<file path="config.mk">
export PLATFORM = sky130hd
export DESIGN_NAME = keypad_calc_top
export DESIGN_NICKNAME = d
export VERILOG_FILES = /design/src/rtl/keypad_pkg.sv /design/src/rtl/calc_pkg.sv /design/src/rtl/keypad_scanner.sv /design/src/rtl/key_fifo.sv /design/src/rtl/calc_engine.sv /design/src/rtl/keypad_calc_top.sv
export SDC_FILE = /design/constraint.sdc
export NUM_CORES = 1
export LEC_CHECK = 0
export BUFFER_PORTS_ARGS = -buffer_cell sky130_fd_sc_hd__buf_2
export CAP_MARGIN = 20
export CORE_MARGIN = 10
export CORE_UTILIZATION = 60
export CTS_BUF_LIST = sky130_fd_sc_hd__clkbuf_16
export DETAILED_ROUTE_END_ITERATION = 7
export PLACE_DENSITY = 0.8
export SYNTH_ARGS = -nofsm -noshare
export SYNTH_HDL_FRONTEND = slang
export SYNTH_SLANG_ARGS = --single-unit
</file>
<file path="constraint.sdc">
create_clock -name clk -period 6.23 [get_ports clk]
set_input_delay 0.623 -clock clk [delete_from_list [all_inputs] [get_ports clk]]
set_output_delay 0.623 -clock clk [all_outputs]
set_load 0.05 [all_outputs]
</file>
<file path="src/rtl/keypad_pkg.sv">
`default_nettype none

package keypad_pkg;

    // scanner FSM
    typedef enum logic [2:0] {
        IDLE,                // restart the column scan
        SCAN_COL,            // walk the low column until a row answers
        WAIT_STABLE,         // press debounce
        CONFIRM,             // offer the token to the queue
        WAIT_RELEASE,        // key still held
        WAIT_RELEASE_STABLE  // release debounce
    } scan_state_t;

    // what a token carries in its value field
    typedef enum logic [1:0] {
        KIND_DIGIT,  // value is 0..9
        KIND_OP,     // value low bits hold a calc_op_t
        KIND_EQUAL   // value unused
    } key_kind_t;

    localparam int KEY_VALUE_W = 4;

    // pound position, doubles as the "no key" code
    localparam logic [3:0] KEY_NONE = 4'd14;

endpackage

`default_nettype wire

</file>
<file path="src/rtl/calc_pkg.sv">
`default_nettype none

package calc_pkg;

    // operator codes, same encoding the keypad decode puts in a token
    typedef enum logic [2:0] {
        OP_NONE = 3'd0,
        OP_NEG  = 3'd1,  // sign key, acts on the operand only
        OP_ADD  = 3'd2,
        OP_SUB  = 3'd3,
        OP_MUL  = 3'd4
    } calc_op_t;

    localparam int DATA_W = 16;  // operands and results wrap at this width

    typedef enum logic {
        ENG_READY,  // popping tokens
        ENG_MUL     // shift-add in progress, queue not served
    } eng_state_t;

endpackage

`default_nettype wire

</file>
<file path="src/rtl/keypad_scanner.sv">
`timescale 1ns/100ps
`default_nettype none

module keypad_scanner
    import keypad_pkg::*;
    import calc_pkg::*;
#(
    parameter int DEBOUNCE_CYCLES = 500000,
    parameter int SCAN_CYCLES     = 50000   // must exceed the synchronizer depth
) (
    input  wire logic                   clk,
    input  wire logic                   nRST,
    input  wire logic [3:0]             RowIn,       // active low, pulled up
    output logic [3:0]                  ColOut,      // one column low
    output logic                        read_input,  // token on offer
    input  wire logic                   key_read,    // queue can take it
    output key_kind_t                   key_kind,
    output logic [KEY_VALUE_W-1:0]      key_value
);

    localparam int SYNC_STAGES = 2;
    localparam int SCAN_W      = $clog2(SCAN_CYCLES + 1);
    localparam int DEB_W       = $clog2(DEBOUNCE_CYCLES + 1);

    scan_state_t       state, next_state;
    logic [3:0]        row_mid, row_sync;  // two-flop synchronizer
    logic [1:0]        col_index;          // column being driven low
    logic [SCAN_W-1:0] scan_timer;
    logic [DEB_W-1:0]  deb_cnt;
    logic [3:0]        enc_pos;            // row*4 + col, live
    logic [3:0]        key_pos;            // position captured at end of press debounce
    logic              key_pressed;
    logic              settled;            // rows now reflect the current column
    logic              scan_done;
    logic              deb_done;
    logic              has_token;          // pound yields nothing

    always_ff @(posedge clk or negedge nRST) begin
        if (!nRST) begin
            row_mid  <= 4'b1111;
            row_sync <= 4'b1111;
        end else begin
            row_mid  <= RowIn;
            row_sync <= row_mid;
        end
    end

    assign key_pressed = ~&row_sync;
    assign settled     = scan_timer >= SCAN_W'(SYNC_STAGES);
    assign scan_done   = scan_timer == SCAN_W'(SCAN_CYCLES - 1);
    assign deb_done    = deb_cnt == DEB_W'(DEBOUNCE_CYCLES - 1);

    // lowest low row wins, no rollover handling
    always_comb begin
        enc_pos = KEY_NONE;
        for (int r = 3; r >= 0; r--) begin
            if (!row_sync[r]) begin
                enc_pos = {r[1:0], col_index};
            end
        end
    end

    always_comb begin
        next_state = state;
        case (state)
            IDLE: begin
                next_state = SCAN_COL;
            end
            SCAN_COL: begin
                if (key_pressed && settled) begin
                    next_state = WAIT_STABLE;
                end
            end
            WAIT_STABLE: begin
                if (!key_pressed) begin
                    next_state = SCAN_COL;  // bounce, keep scanning
                end else if (deb_done) begin
                    next_state = CONFIRM;
                end
            end
            CONFIRM: begin
                if (!has_token || key_read) begin
                    next_state = WAIT_RELEASE;
                end
            end
            WAIT_RELEASE: begin
                if (!key_pressed) begin
                    next_state = WAIT_RELEASE_STABLE;
                end
            end
            WAIT_RELEASE_STABLE: begin
                if (key_pressed) begin
                    next_state = WAIT_RELEASE;  // release bounced
                end else if (deb_done) begin
                    next_state = IDLE;
                end
            end
            default: begin
                next_state = IDLE;
            end
        endcase
    end

    always_ff @(posedge clk or negedge nRST) begin
        if (!nRST) begin
            state      <= IDLE;
            col_index  <= '0;
            scan_timer <= '0;
            deb_cnt    <= '0;
            key_pos    <= KEY_NONE;
        end else begin
            state   <= next_state;
            deb_cnt <= '0;  // only the debounce states count
            case (state)
                IDLE: begin
                    scan_timer <= '0;  // column kept, rows already idle
                end
                SCAN_COL: begin
                    if (next_state == SCAN_COL) begin
                        if (scan_done) begin
                            scan_timer <= '0;
                            col_index  <= col_index + 2'd1;
                        end else begin
                            scan_timer <= scan_timer + 1'b1;
                        end
                    end
                end
                WAIT_STABLE: begin
                    if (next_state == WAIT_STABLE) begin
                        deb_cnt <= deb_cnt + 1'b1;
                    end
                    if (next_state == CONFIRM) begin
                        key_pos <= enc_pos;
                    end
                end
                WAIT_RELEASE_STABLE: begin
                    if (next_state == WAIT_RELEASE_STABLE) begin
                        deb_cnt <= deb_cnt + 1'b1;
                    end
                end
                default: ;
            endcase
        end
    end

    // keypad layout decode
    always_comb begin
        key_kind  = KIND_DIGIT;
        key_value = '0;
        has_token = 1'b1;
        case (key_pos)
            4'd0:  key_value = 4'd1;
            4'd1:  key_value = 4'd2;
            4'd2:  key_value = 4'd3;
            4'd4:  key_value = 4'd4;
            4'd5:  key_value = 4'd5;
            4'd6:  key_value = 4'd6;
            4'd8:  key_value = 4'd7;
            4'd9:  key_value = 4'd8;
            4'd10: key_value = 4'd9;
            4'd13: key_value = 4'd0;
            4'd3: begin
                key_kind  = KIND_OP;
                key_value = {1'b0, OP_ADD};
            end
            4'd7: begin
                key_kind  = KIND_OP;
                key_value = {1'b0, OP_SUB};
            end
            4'd11: begin
                key_kind  = KIND_OP;
                key_value = {1'b0, OP_MUL};
            end
            4'd15: begin
                key_kind  = KIND_OP;
                key_value = {1'b0, OP_NEG};  // sign key
            end
            4'd12: key_kind = KIND_EQUAL;
            KEY_NONE: has_token = 1'b0;
            default: has_token = 1'b0;
        endcase
    end

    assign read_input = (state == CONFIRM) && has_token;

    always_comb begin
        ColOut            = 4'b1111;
        ColOut[col_index] = 1'b0;
    end

    // column stays put from press detection until the scan resumes
    a_col_held: assert property (@(posedge clk) disable iff (!nRST)
        state != SCAN_COL |=> $stable(ColOut));

endmodule

`default_nettype wire

</file>
<file path="src/rtl/key_fifo.sv">
`timescale 1ns/100ps
`default_nettype none

module key_fifo
    import keypad_pkg::*;
#(
    parameter int FIFO_DEPTH = 4  // power of two, at least 2
) (
    input  wire logic                   clk,
    input  wire logic                   nRST,
    input  wire logic                   read_input,  // scanner offers a token
    input  wire key_kind_t              key_kind,
    input  wire logic [KEY_VALUE_W-1:0] key_value,
    output logic                        key_read,    // not full
    output logic                        tok_avail,   // head entry valid
    output key_kind_t                   tok_kind,
    output logic [KEY_VALUE_W-1:0]      tok_value,
    input  wire logic                   tok_pop
);

    localparam int AW = $clog2(FIFO_DEPTH);

    key_kind_t              kind_mem  [FIFO_DEPTH];
    logic [KEY_VALUE_W-1:0] value_mem [FIFO_DEPTH];
    logic [AW-1:0]          wr_ptr, rd_ptr;  // wrap on their own
    logic [AW:0]            count;
    logic                   full;
    logic                   wr_en;

    assign full      = count[AW];  // count == FIFO_DEPTH
    assign key_read  = !full;
    assign wr_en     = read_input && key_read;
    assign tok_avail = count != '0;
    assign tok_kind  = kind_mem[rd_ptr];   // show head
    assign tok_value = value_mem[rd_ptr];

    always_ff @(posedge clk) begin
        if (wr_en) begin
            kind_mem[wr_ptr]  <= key_kind;
            value_mem[wr_ptr] <= key_value;
        end
    end

    always_ff @(posedge clk or negedge nRST) begin
        if (!nRST) begin
            wr_ptr <= '0;
            rd_ptr <= '0;
            count  <= '0;
        end else begin
            if (wr_en) begin
                wr_ptr <= wr_ptr + 1'b1;
            end
            if (tok_pop) begin
                rd_ptr <= rd_ptr + 1'b1;
            end
            case ({wr_en, tok_pop})
                2'b10:   count <= count + 1'b1;
                2'b01:   count <= count - 1'b1;
                default: ;  // both or neither, level unchanged
            endcase
        end
    end

    a_no_pop_empty: assert property (@(posedge clk) disable iff (!nRST) tok_pop |-> tok_avail);

    // a key refused while full stays on offer unchanged, so nothing is lost
    a_hold_full: assert property (@(posedge clk) disable iff (!nRST)
        read_input && full |=> read_input && $stable(key_kind) && $stable(key_value));

endmodule

`default_nettype wire

</file>
<file path="src/rtl/calc_engine.sv">
`timescale 1ns/100ps
`default_nettype none

module calc_engine
    import keypad_pkg::*;
    import calc_pkg::*;
(
    input  wire logic                   clk,
    input  wire logic                   nRST,
    input  wire logic                   tok_avail,
    input  wire key_kind_t              tok_kind,
    input  wire logic [KEY_VALUE_W-1:0] tok_value,
    output logic                        tok_pop,
    output logic [DATA_W-1:0]           result,
    output logic                        result_valid  // one-cycle strobe
);

    localparam int CNT_W = $clog2(DATA_W);

    eng_state_t        state;
    logic [DATA_W-1:0] acc;       // running total, multiplicand while in ENG_MUL
    logic [DATA_W-1:0] operand;   // number being keyed, multiplier while in ENG_MUL
    logic [DATA_W-1:0] prod;
    logic [DATA_W-1:0] prod_sum;  // product after this step
    logic [DATA_W-1:0] folded;    // acc with a non-multiply pending op applied
    logic [CNT_W-1:0]  mul_cnt;
    calc_op_t          pend_op;
    calc_op_t          tok_op;
    calc_op_t          fin_op;    // op to install once the multiply finishes
    logic              fin_equal; // multiply was started by equals
    logic              fold_req;  // token folds the pending op
    logic              mul_start;
    logic              mul_last;
    logic              res_load;

    assign tok_pop   = tok_avail && (state == ENG_READY);  // stall while multiplying
    assign tok_op    = calc_op_t'(tok_value[2:0]);
    assign fold_req  = (tok_kind == KIND_EQUAL) || (tok_kind == KIND_OP && tok_op != OP_NEG);
    assign mul_start = tok_pop && fold_req && (pend_op == OP_MUL);
    assign mul_last  = (state == ENG_MUL) && (mul_cnt == CNT_W'(DATA_W - 1));
    assign prod_sum  = operand[0] ? prod + acc : prod;

    always_comb begin
        case (pend_op)
            OP_ADD:  folded = acc + operand;
            OP_SUB:  folded = acc - operand;
            default: folded = operand;  // nothing pending, first operand
        endcase
    end

    // equals with no multiply reports at once, otherwise at the last step
    assign res_load = (mul_last && fin_equal) ||
                      (tok_pop && tok_kind == KIND_EQUAL && pend_op != OP_MUL);

    always_ff @(posedge clk or negedge nRST) begin
        if (!nRST) begin
            state        <= ENG_READY;
            acc          <= '0;
            operand      <= '0;
            prod         <= '0;
            mul_cnt      <= '0;
            pend_op      <= OP_NONE;
            fin_op       <= OP_NONE;
            fin_equal    <= 1'b0;
            result_valid <= 1'b0;
        end else begin
            result_valid <= res_load;
            if (state == ENG_MUL) begin
                prod    <= prod_sum;
                acc     <= acc << 1;
                operand <= operand >> 1;
                mul_cnt <= mul_cnt + 1'b1;
                if (mul_last) begin
                    state   <= ENG_READY;
                    operand <= '0;
                    acc     <= fin_equal ? '0 : prod_sum;
                    pend_op <= fin_equal ? OP_NONE : fin_op;
                end
            end else if (mul_start) begin
                state     <= ENG_MUL;
                prod      <= '0;
                mul_cnt   <= '0;
                fin_op    <= tok_op;
                fin_equal <= tok_kind == KIND_EQUAL;
            end else if (tok_pop) begin
                case (tok_kind)
                    KIND_DIGIT: begin
                        // operand*10 + digit, wraps
                        operand <= (operand << 3) + (operand << 1) + DATA_W'(tok_value);
                    end
                    KIND_OP: begin
                        if (tok_op == OP_NEG) begin
                            operand <= -operand;
                        end else begin
                            acc     <= folded;
                            operand <= '0;
                            pend_op <= tok_op;
                        end
                    end
                    default: begin  // equals, result taken below
                        acc     <= '0;
                        operand <= '0;
                        pend_op <= OP_NONE;
                    end
                endcase
            end
        end
    end

    always_ff @(posedge clk) begin
        if (res_load) begin
            result <= (state == ENG_MUL) ? prod_sum : folded;
        end
    end

    a_single_pulse: assert property (@(posedge clk) disable iff (!nRST)
        result_valid |=> !result_valid);

endmodule

`default_nettype wire

</file>
<file path="src/rtl/keypad_calc_top.sv">
`timescale 1ns/100ps
`default_nettype none

module keypad_calc_top
    import keypad_pkg::*;
    import calc_pkg::*;
#(
    parameter int DEBOUNCE_CYCLES = 500000,  // 10 ms at 50 MHz
    parameter int SCAN_CYCLES     = 50000,   // 1 ms per column
    parameter int FIFO_DEPTH      = 4
) (
    input  wire logic        clk,
    input  wire logic        nRST,
    input  wire logic [3:0]  RowIn,
    output logic [3:0]       ColOut,
    output logic [DATA_W-1:0] result,
    output logic             result_valid
);

    // scanner to queue
    logic                   read_input;
    logic                   key_read;
    key_kind_t              key_kind;
    logic [KEY_VALUE_W-1:0] key_value;

    // queue to engine
    logic                   tok_avail;
    logic                   tok_pop;
    key_kind_t              tok_kind;
    logic [KEY_VALUE_W-1:0] tok_value;

    keypad_scanner #(
        .DEBOUNCE_CYCLES(DEBOUNCE_CYCLES),
        .SCAN_CYCLES    (SCAN_CYCLES)
    ) keypad_scanner_i (
        .clk       (clk),
        .nRST      (nRST),
        .RowIn     (RowIn),
        .ColOut    (ColOut),
        .read_input(read_input),
        .key_read  (key_read),
        .key_kind  (key_kind),
        .key_value (key_value)
    );

    key_fifo #(
        .FIFO_DEPTH(FIFO_DEPTH)
    ) key_fifo_i (
        .clk       (clk),
        .nRST      (nRST),
        .read_input(read_input),
        .key_kind  (key_kind),
        .key_value (key_value),
        .key_read  (key_read),
        .tok_avail (tok_avail),
        .tok_kind  (tok_kind),
        .tok_value (tok_value),
        .tok_pop   (tok_pop)
    );

    calc_engine calc_engine_i (
        .clk         (clk),
        .nRST        (nRST),
        .tok_avail   (tok_avail),
        .tok_kind    (tok_kind),
        .tok_value   (tok_value),
        .tok_pop     (tok_pop),
        .result      (result),
        .result_valid(result_valid)
    );

endmodule

`default_nettype wire

</file>
==> impl_metrics.yaml, run 1 <==
outcome:
  outcome: "completed"
finish:
  nets: 1212
  n_antenna_cell: 0
  final_common_cell: "nand2_1"
  post-route-util: 0.656
  final_cell_mix: "nand2_1, nor2_1, dfrtp_1"
  area_growth_pct: 7.98
  drive_gt1_frac: 0.0918
detailed_routing:
  routedWlPerCell_um: 17.2
  met1Wirelength_um: 9970
  wl_um: 23600
  drt_iter0_drc: 593
  drc: 0
  final_antenna_net_count: 0
  wl_met3_um: 1220
  avgViaCountPerCell: 6.19
  vias: 8471
  drt_pass1_iterations: 5
  top_layer_used: "met5"
  wl_met2_um: 11900
cts:
  cts_tree: "built"
  postCtsSetupRepairBufs: 0
  cts.clk_slew.worst_paths_ns: 0.07
  cts_hold_buffers: 0
  post_cts_resized: 0
  cts_buffer_depth: 2
  cts_sinks: 160
  cts_made_buffers: 17
  insertion_delay_ns: 0.43
  root_buffer: "clkbuf_16"
  htree_levels: 4
min_path:
  hold_path_class: "in2reg"
sta:
  slew_viol_final: 0
  hold_violations: 0
  clock_skew_ns: 0.0107
  max_freq_mhz: 218
  final_period_minus_worst_setup_slack_ns: 4.58
  fin_crit_sh: 0.735
  relSlewSlack: 0.269
  worst_pin_slew_ns: 1.10
  fin_tns_setup_ns: 0
  rsz0062_at_grt: "no"
  finalSetupViolCount: 0
logic_synthesis:
  synth-seq-cells: 160
  netlist_area_sq_um: 10400
  synthArstFlopShare: 0.750
  synth_cells: 1129
  yosysWarnings: 0
  synth_enable_flop_cells: 40
  synth.avg_cell_area_sq_um: 9.24
  synth.net_count: 1210
  synth-main-ff-cell: "dfrtp_1"
  seq_area_frac_synth: 0.404
  synth_cell_type_count: 76
setup_path:
  path_class: "reg2reg"
  critPathMaxFanout: 19
  crit_path_end_kind: "flip-flop"
  cp-start-kind: "flip-flop"
  cp.arrival_ns: 4.72
  required_ns: 6.38
floorplan:
  dieArea_sq_um: 23100
  die_y_um: 152
  pin_count: 27
  coreArea_sq_um: 17200
  initial_utilization: 0.607
  die_x_um: 152
  rows: 48
grt:
  grt_pass1_wl_um: 40100
  grt_max_degree: 66
  first_global_vias: 8316
  grt_usage: 0.204
  antenna_found_initial: 1
  grt_overflow_total: 0
placed_design:
  hpwl_um: 17100
  place.gp.congestion: 0.945
  io_buffers: 26
flow_run:
  cap_viol_max_count: 0
power:
  ir_worst_vdd_mv: 0.316
  leakage_nw: 4.83
  power_density_nw_per_um2: 546
-- sequential cells by signal (all words and copies together) (netlist names), 3 cells and up --
register / flops
keypad_scanner_i.scan_timer: 16
key_fifo_i.count: 3
keypad_scanner_i.key_pos: 4
key_fifo_i.value_mem: 16
keypad_scanner_i.row_mid: 4
key_fifo_i.kind_mem: 8
keypad_scanner_i.row_sync: 4
calc_engine_i.pend_op: 3
calc_engine_i.acc: 16
calc_engine_i.mul_cnt: 4
calc_engine_i.result: 16
calc_engine_i.operand: 16
keypad_scanner_i.state: 3
calc_engine_i.prod: 16
keypad_scanner_i.deb_cnt: 19
calc_engine_i.fin_op: 3
-- critical path: stages (launching register included) --
cell	delay [ns]
dfrtp_1	0.37
clkinv_1	0.04
buf_4	0.23
ha_1	0.24
or3b_4	0.41
or3_4	0.35
or3_4	0.34
or2_4	0.28
nor4_4	0.18
nor2_1	0.08
xnor2_1	0.14
ha_1	0.30
a2111oi_0	0.52
inv_1	0.12
o2111ai_1	0.26
a21oi_1	0.12
nor3_1	0.18
o22ai_1	0.10
-- where the power goes --
| group | total [mW] | internal [mW] | switching (mW) |
|---|---|---|---|
| Sequential | 1.66 | 1.37 | 0.295 |
| Combinational | 3.49 | 1.40 | 2.08 |
| Clock | 1.00 | 0.555 | 0.445 |
-- final cells by class --
type / count / area (sq um)
clock buffers: 17 / 425
clock inverters: 15 / 133
fillers: 1406 / 5910
inverters: 42 / 158
multi-input cells: 874 / 5840
flip-flops and latches: 160 / 4220
well taps: 225 / 282
repair buffers: 36 / 208
-- through the flow --
stage	total power, mW	std cells	hold slack, ns	instance area [sq um]	worst slack (ns)
global placement	5.00	1336	0.347	10700	1.74
floorplan	4.38	1129	0.327	10400	1.71
CTS	6.14	1368	0.276	11300	1.66
finish	6.15	1369	0.288	11300	1.65
detailed placement	5.11	1336	0.348	10700	1.67
global route	6.66	1369	0.276	11300	1.34
-- Yosys cell counts (all sizes together) (15+ instances only) --
| library cell | count | area, sq um |
|---|---|---|
| dfrtp | 109 | 2730 |
| a21oi | 67 | 335 |
| inv | 41 | 154 |
| nand2b | 18 | 113 |
| ha | 70 | 876 |
| xor2 | 28 | 245 |
| nor2 | 121 | 469 |
| mux2i | 15 | 150 |
| nand2 | 124 | 465 |
| buf | 16 | 86.3 |
| edfxtp | 40 | 1200 |
| nand3 | 37 | 185 |
| clkbuf | 37 | 139 |
| o21ai | 65 | 325 |
| nor3 | 32 | 160 |
| xnor2 | 55 | 482 |
| a221oi | 15 | 131 |
-- cells by family after synthesis --
family | share of synthesized area
multiplexers | 0.0360
adder cells (fa/ha/maj) | 0.0936
buffers and inverters | 0.0367
XOR/XNOR | 0.0697
AO/OA/AOI/OAI | 0.171
AND/OR/NAND/NOR | 0.189
flip-flops | 0.404
-- layer usage --
layer | vias up | GRT usage
met5 | - | 0
met4 | 2 | 0.0830
met3 | 51 | 0.0378
met2 | 258 | 0.353
met1 | 4067 | 0.243
li1 | 4093 | -
-- worst paths after layout --
| kind | startpoint | end | slack [ns] | cells past startpoint |
|---|---|---|---|---|
| worst max-delay path | calc_engine_i.operand[0] | calc_engine_i.result[15] | 1.65 | 17 |
| worst min-delay path | RowIn[0] | keypad_scanner_i.row_mid[0] | 0.29 | 1 |
| worst max register to register | calc_engine_i.operand[0] | calc_engine_i.result[15] | 1.65 | 17 |
| worst min register to register | keypad_scanner_i.row_mid[2] | keypad_scanner_i.row_sync[2] | 0.36 | 0 |
| max in group asynchronous | nRST | keypad_scanner_i.scan_timer[1] | 4.68 | 2 |
| min in group asynchronous | nRST | calc_engine_i.result_valid | 0.30 | 1 |
Power figures use the tool's default switching activity.
==> run 2, diff against run 1 <==
==> constraint.sdc (replaced) <==
create_clock -name clk -period 4.4 [get_ports clk]
set_input_delay 0.44 -clock clk [delete_from_list [all_inputs] [get_ports clk]]
set_output_delay 0.44 -clock clk [all_outputs]
set_load 0.05 [all_outputs]
==> run 2 against run 1 <==
  * Cell area grew 1.2%
  * Clock-buffer cell count unchanged
  * Sequential power grew 40%
  * Power grew 44%
  * Register-to-register slack worse by 1.5 ns
  * Clock power rose by 40%
  * Worst setup slack got worse by 1.5 ns
  * Highest routed layer is now met4
==> impl_metrics.yaml, run 2 (synthesized netlist as in run 1, its figures left out) <==
outcome:
  outcome: "completed"
floorplan:
  die_x_um: 152
  dieArea_sq_um: 23100
  rows: 48
  die_y_um: 152
  pin_count: 27
  initial_utilization: 0.607
  coreArea_sq_um: 17200
cts:
  insertion_delay_ns: 0.43
  root_buffer: "clkbuf_16"
  cts_tree: "built"
  cts_made_buffers: 17
  postCtsSetupRepairBufs: 0
  htree_levels: 4
  cts_buffer_depth: 2
  cts.clk_slew.worst_paths_ns: 0.07
  cts_sinks: 160
sta:
  slew_viol_final: 0
  fin_crit_sh: 0.959
  max_freq_mhz: 237
  clock_skew_ns: 0.0103
  worst_pin_slew_ns: 1.02
  final_period_minus_worst_setup_slack_ns: 4.22
  hold_violations: 0
  finalSetupViolCount: 0
  relSlewSlack: 0.319
  fin_tns_setup_ns: 0
detailed_routing:
  avgViaCountPerCell: 6.20
  final_antenna_net_count: 0
  drt_iter0_drc: 725
  vias: 8545
  drt_pass1_iterations: 5
  wl_um: 24100
  drc: 0
  routedWlPerCell_um: 17.5
power:
  power_density_nw_per_um2: 777
  seqPwrFrac: 0.262
  leakage_nw: 4.90
  ir_worst_vdd_mv: 0.388
  p_sw_mw: 4.07
  swShare: 0.459
  pwr-share-comb: 0.579
  p_int_mw: 4.79
  clkPwrFrac: 0.159
placed_design:
  hpwl_um: 17200
  place.gp.congestion: 0.878
  dp.cells: 1344
  io_buffers: 26
  post_dp_cell_area_sq_um: 10800
finish:
  area_growth_pct: 9.23
  fin_cells: 1379
  n_antenna_cell: 0
  fin_area_sq_um: 11400
  final_common_cell: "nand2_1"
  largest_reg_flops: 19
  drive_gt1_frac: 0.101
  final_cell_mix: "nand2_1, nor2_1, dfrtp_1"
  regMostFlops: "keypad_scanner_i.deb_cnt"
  nets: 1222
grt:
  antenna_found_initial: 0
  grt_usage: 0.203
  first_global_vias: 8280
  grt_overflow_total: 0
  grt_pass1_wl_um: 40000
  gr-usage-met1: 0.250
  grt_busiest_layer: "met2"
  grt.met2_usage: 0.351
  grt_max_degree: 51
  grtUsageMet3: 0.0339
min_path:
  hold_path_class: "in2reg"
  hp-start: "RowIn[2]"
setup_path:
  cp-start-kind: "flip-flop"
  startpoint: "calc_engine_i.operand[1]"
  reg2reg_from: "calc_engine_i.operand[1]"
  critPathMaxFanout: 4
  crit_path_end_kind: "flip-flop"
  cp.arrival_ns: 4.56
  required_ns: 4.74
  path_class: "reg2reg"
flow_run:
  cap_viol_max_count: 0
-- run 2: routing by layer --
metal | wire [um] | part of all wire | vias to the layer above
li1 | - | - | 4104
met2 | 12100 | 0.50 | 271
met3 | 1190 | 0.049 | 55
met1 | 10300 | 0.43 | 4115
met5 | 0 | 0 | -
met4 | 513 | 0.021 | 0
-- run 2: area by class of cell --
class | instances | area [sq um]
Clock buffer | 17 | 425
Clock inverter | 15 | 119
Fill cell | 1390 | 5780
Inverter | 42 | 158
Multi-Input combinational cell | 874 | 5880
Sequential cell | 160 | 4220
Tap cell | 225 | 282
Timing Repair Buffer | 46 | 313
-- run 2: per-stage QoR --
step                      total power [mW]   util  setup WS, ns  hold slack (ns)
final                                 8.86  0.663         0.181            0.103
after global routing                  9.55  0.663       -0.0314           0.0957
after global placement                7.12  0.626         0.254            0.347
after detailed placement              7.26  0.626         0.184            0.350
after CTS                             8.70  0.659         0.164           0.0943
after floorplan                       6.20      -        0.0275            0.144
-- run 2: final timing paths --
check	end	slack, ns	depth (start not counted)
min reg2reg	keypad_scanner_i.row_sync[3]	0.36	0
max in group asynchronous	keypad_scanner_i.state[2]	2.90	3
max	calc_engine_i.acc[13]	0.18	16
min	keypad_scanner_i.row_mid[2]	0.10	1
min in group asynchronous	calc_engine_i.prod[14]	0.49	2
max reg2reg	calc_engine_i.acc[13]	0.18	16
-- run 2: power groups by stage --
stage               sequential, mW  clock [mW]  combinational [mW]
finish                        2.32        1.40                5.13
global route                  2.37        1.48                5.70
CTS                           2.36        1.41                4.93
detailed placement            2.38           0                4.88
global placement              2.37           0                4.75
floorplan                     2.29           0                3.91
-- run 2: critical path: stages (launching register included) --
cell       delay (ns)
dfrtp_1          0.37
inv_1            0.07
ha_1             0.19
or3b_4           0.41
or3_4            0.36
or3_4            0.34
or2_4            0.28
nor4_4           0.18
nor2_1           0.08
xnor2_1          0.14
ha_1             0.34
a2111oi_4        0.39
inv_1            0.12
o21ai_0          0.30
xnor2_1          0.19
o211ai_1         0.10
a41oi_1          0.26
-- run 2: timing repair --
item / in CTS / in global routing
endpoints found under the setup margin: 0 / 6
gates resized for setup: 0 / 6
hold buffers: 1 / 0
endpoints found under the hold margin: 28 / 0
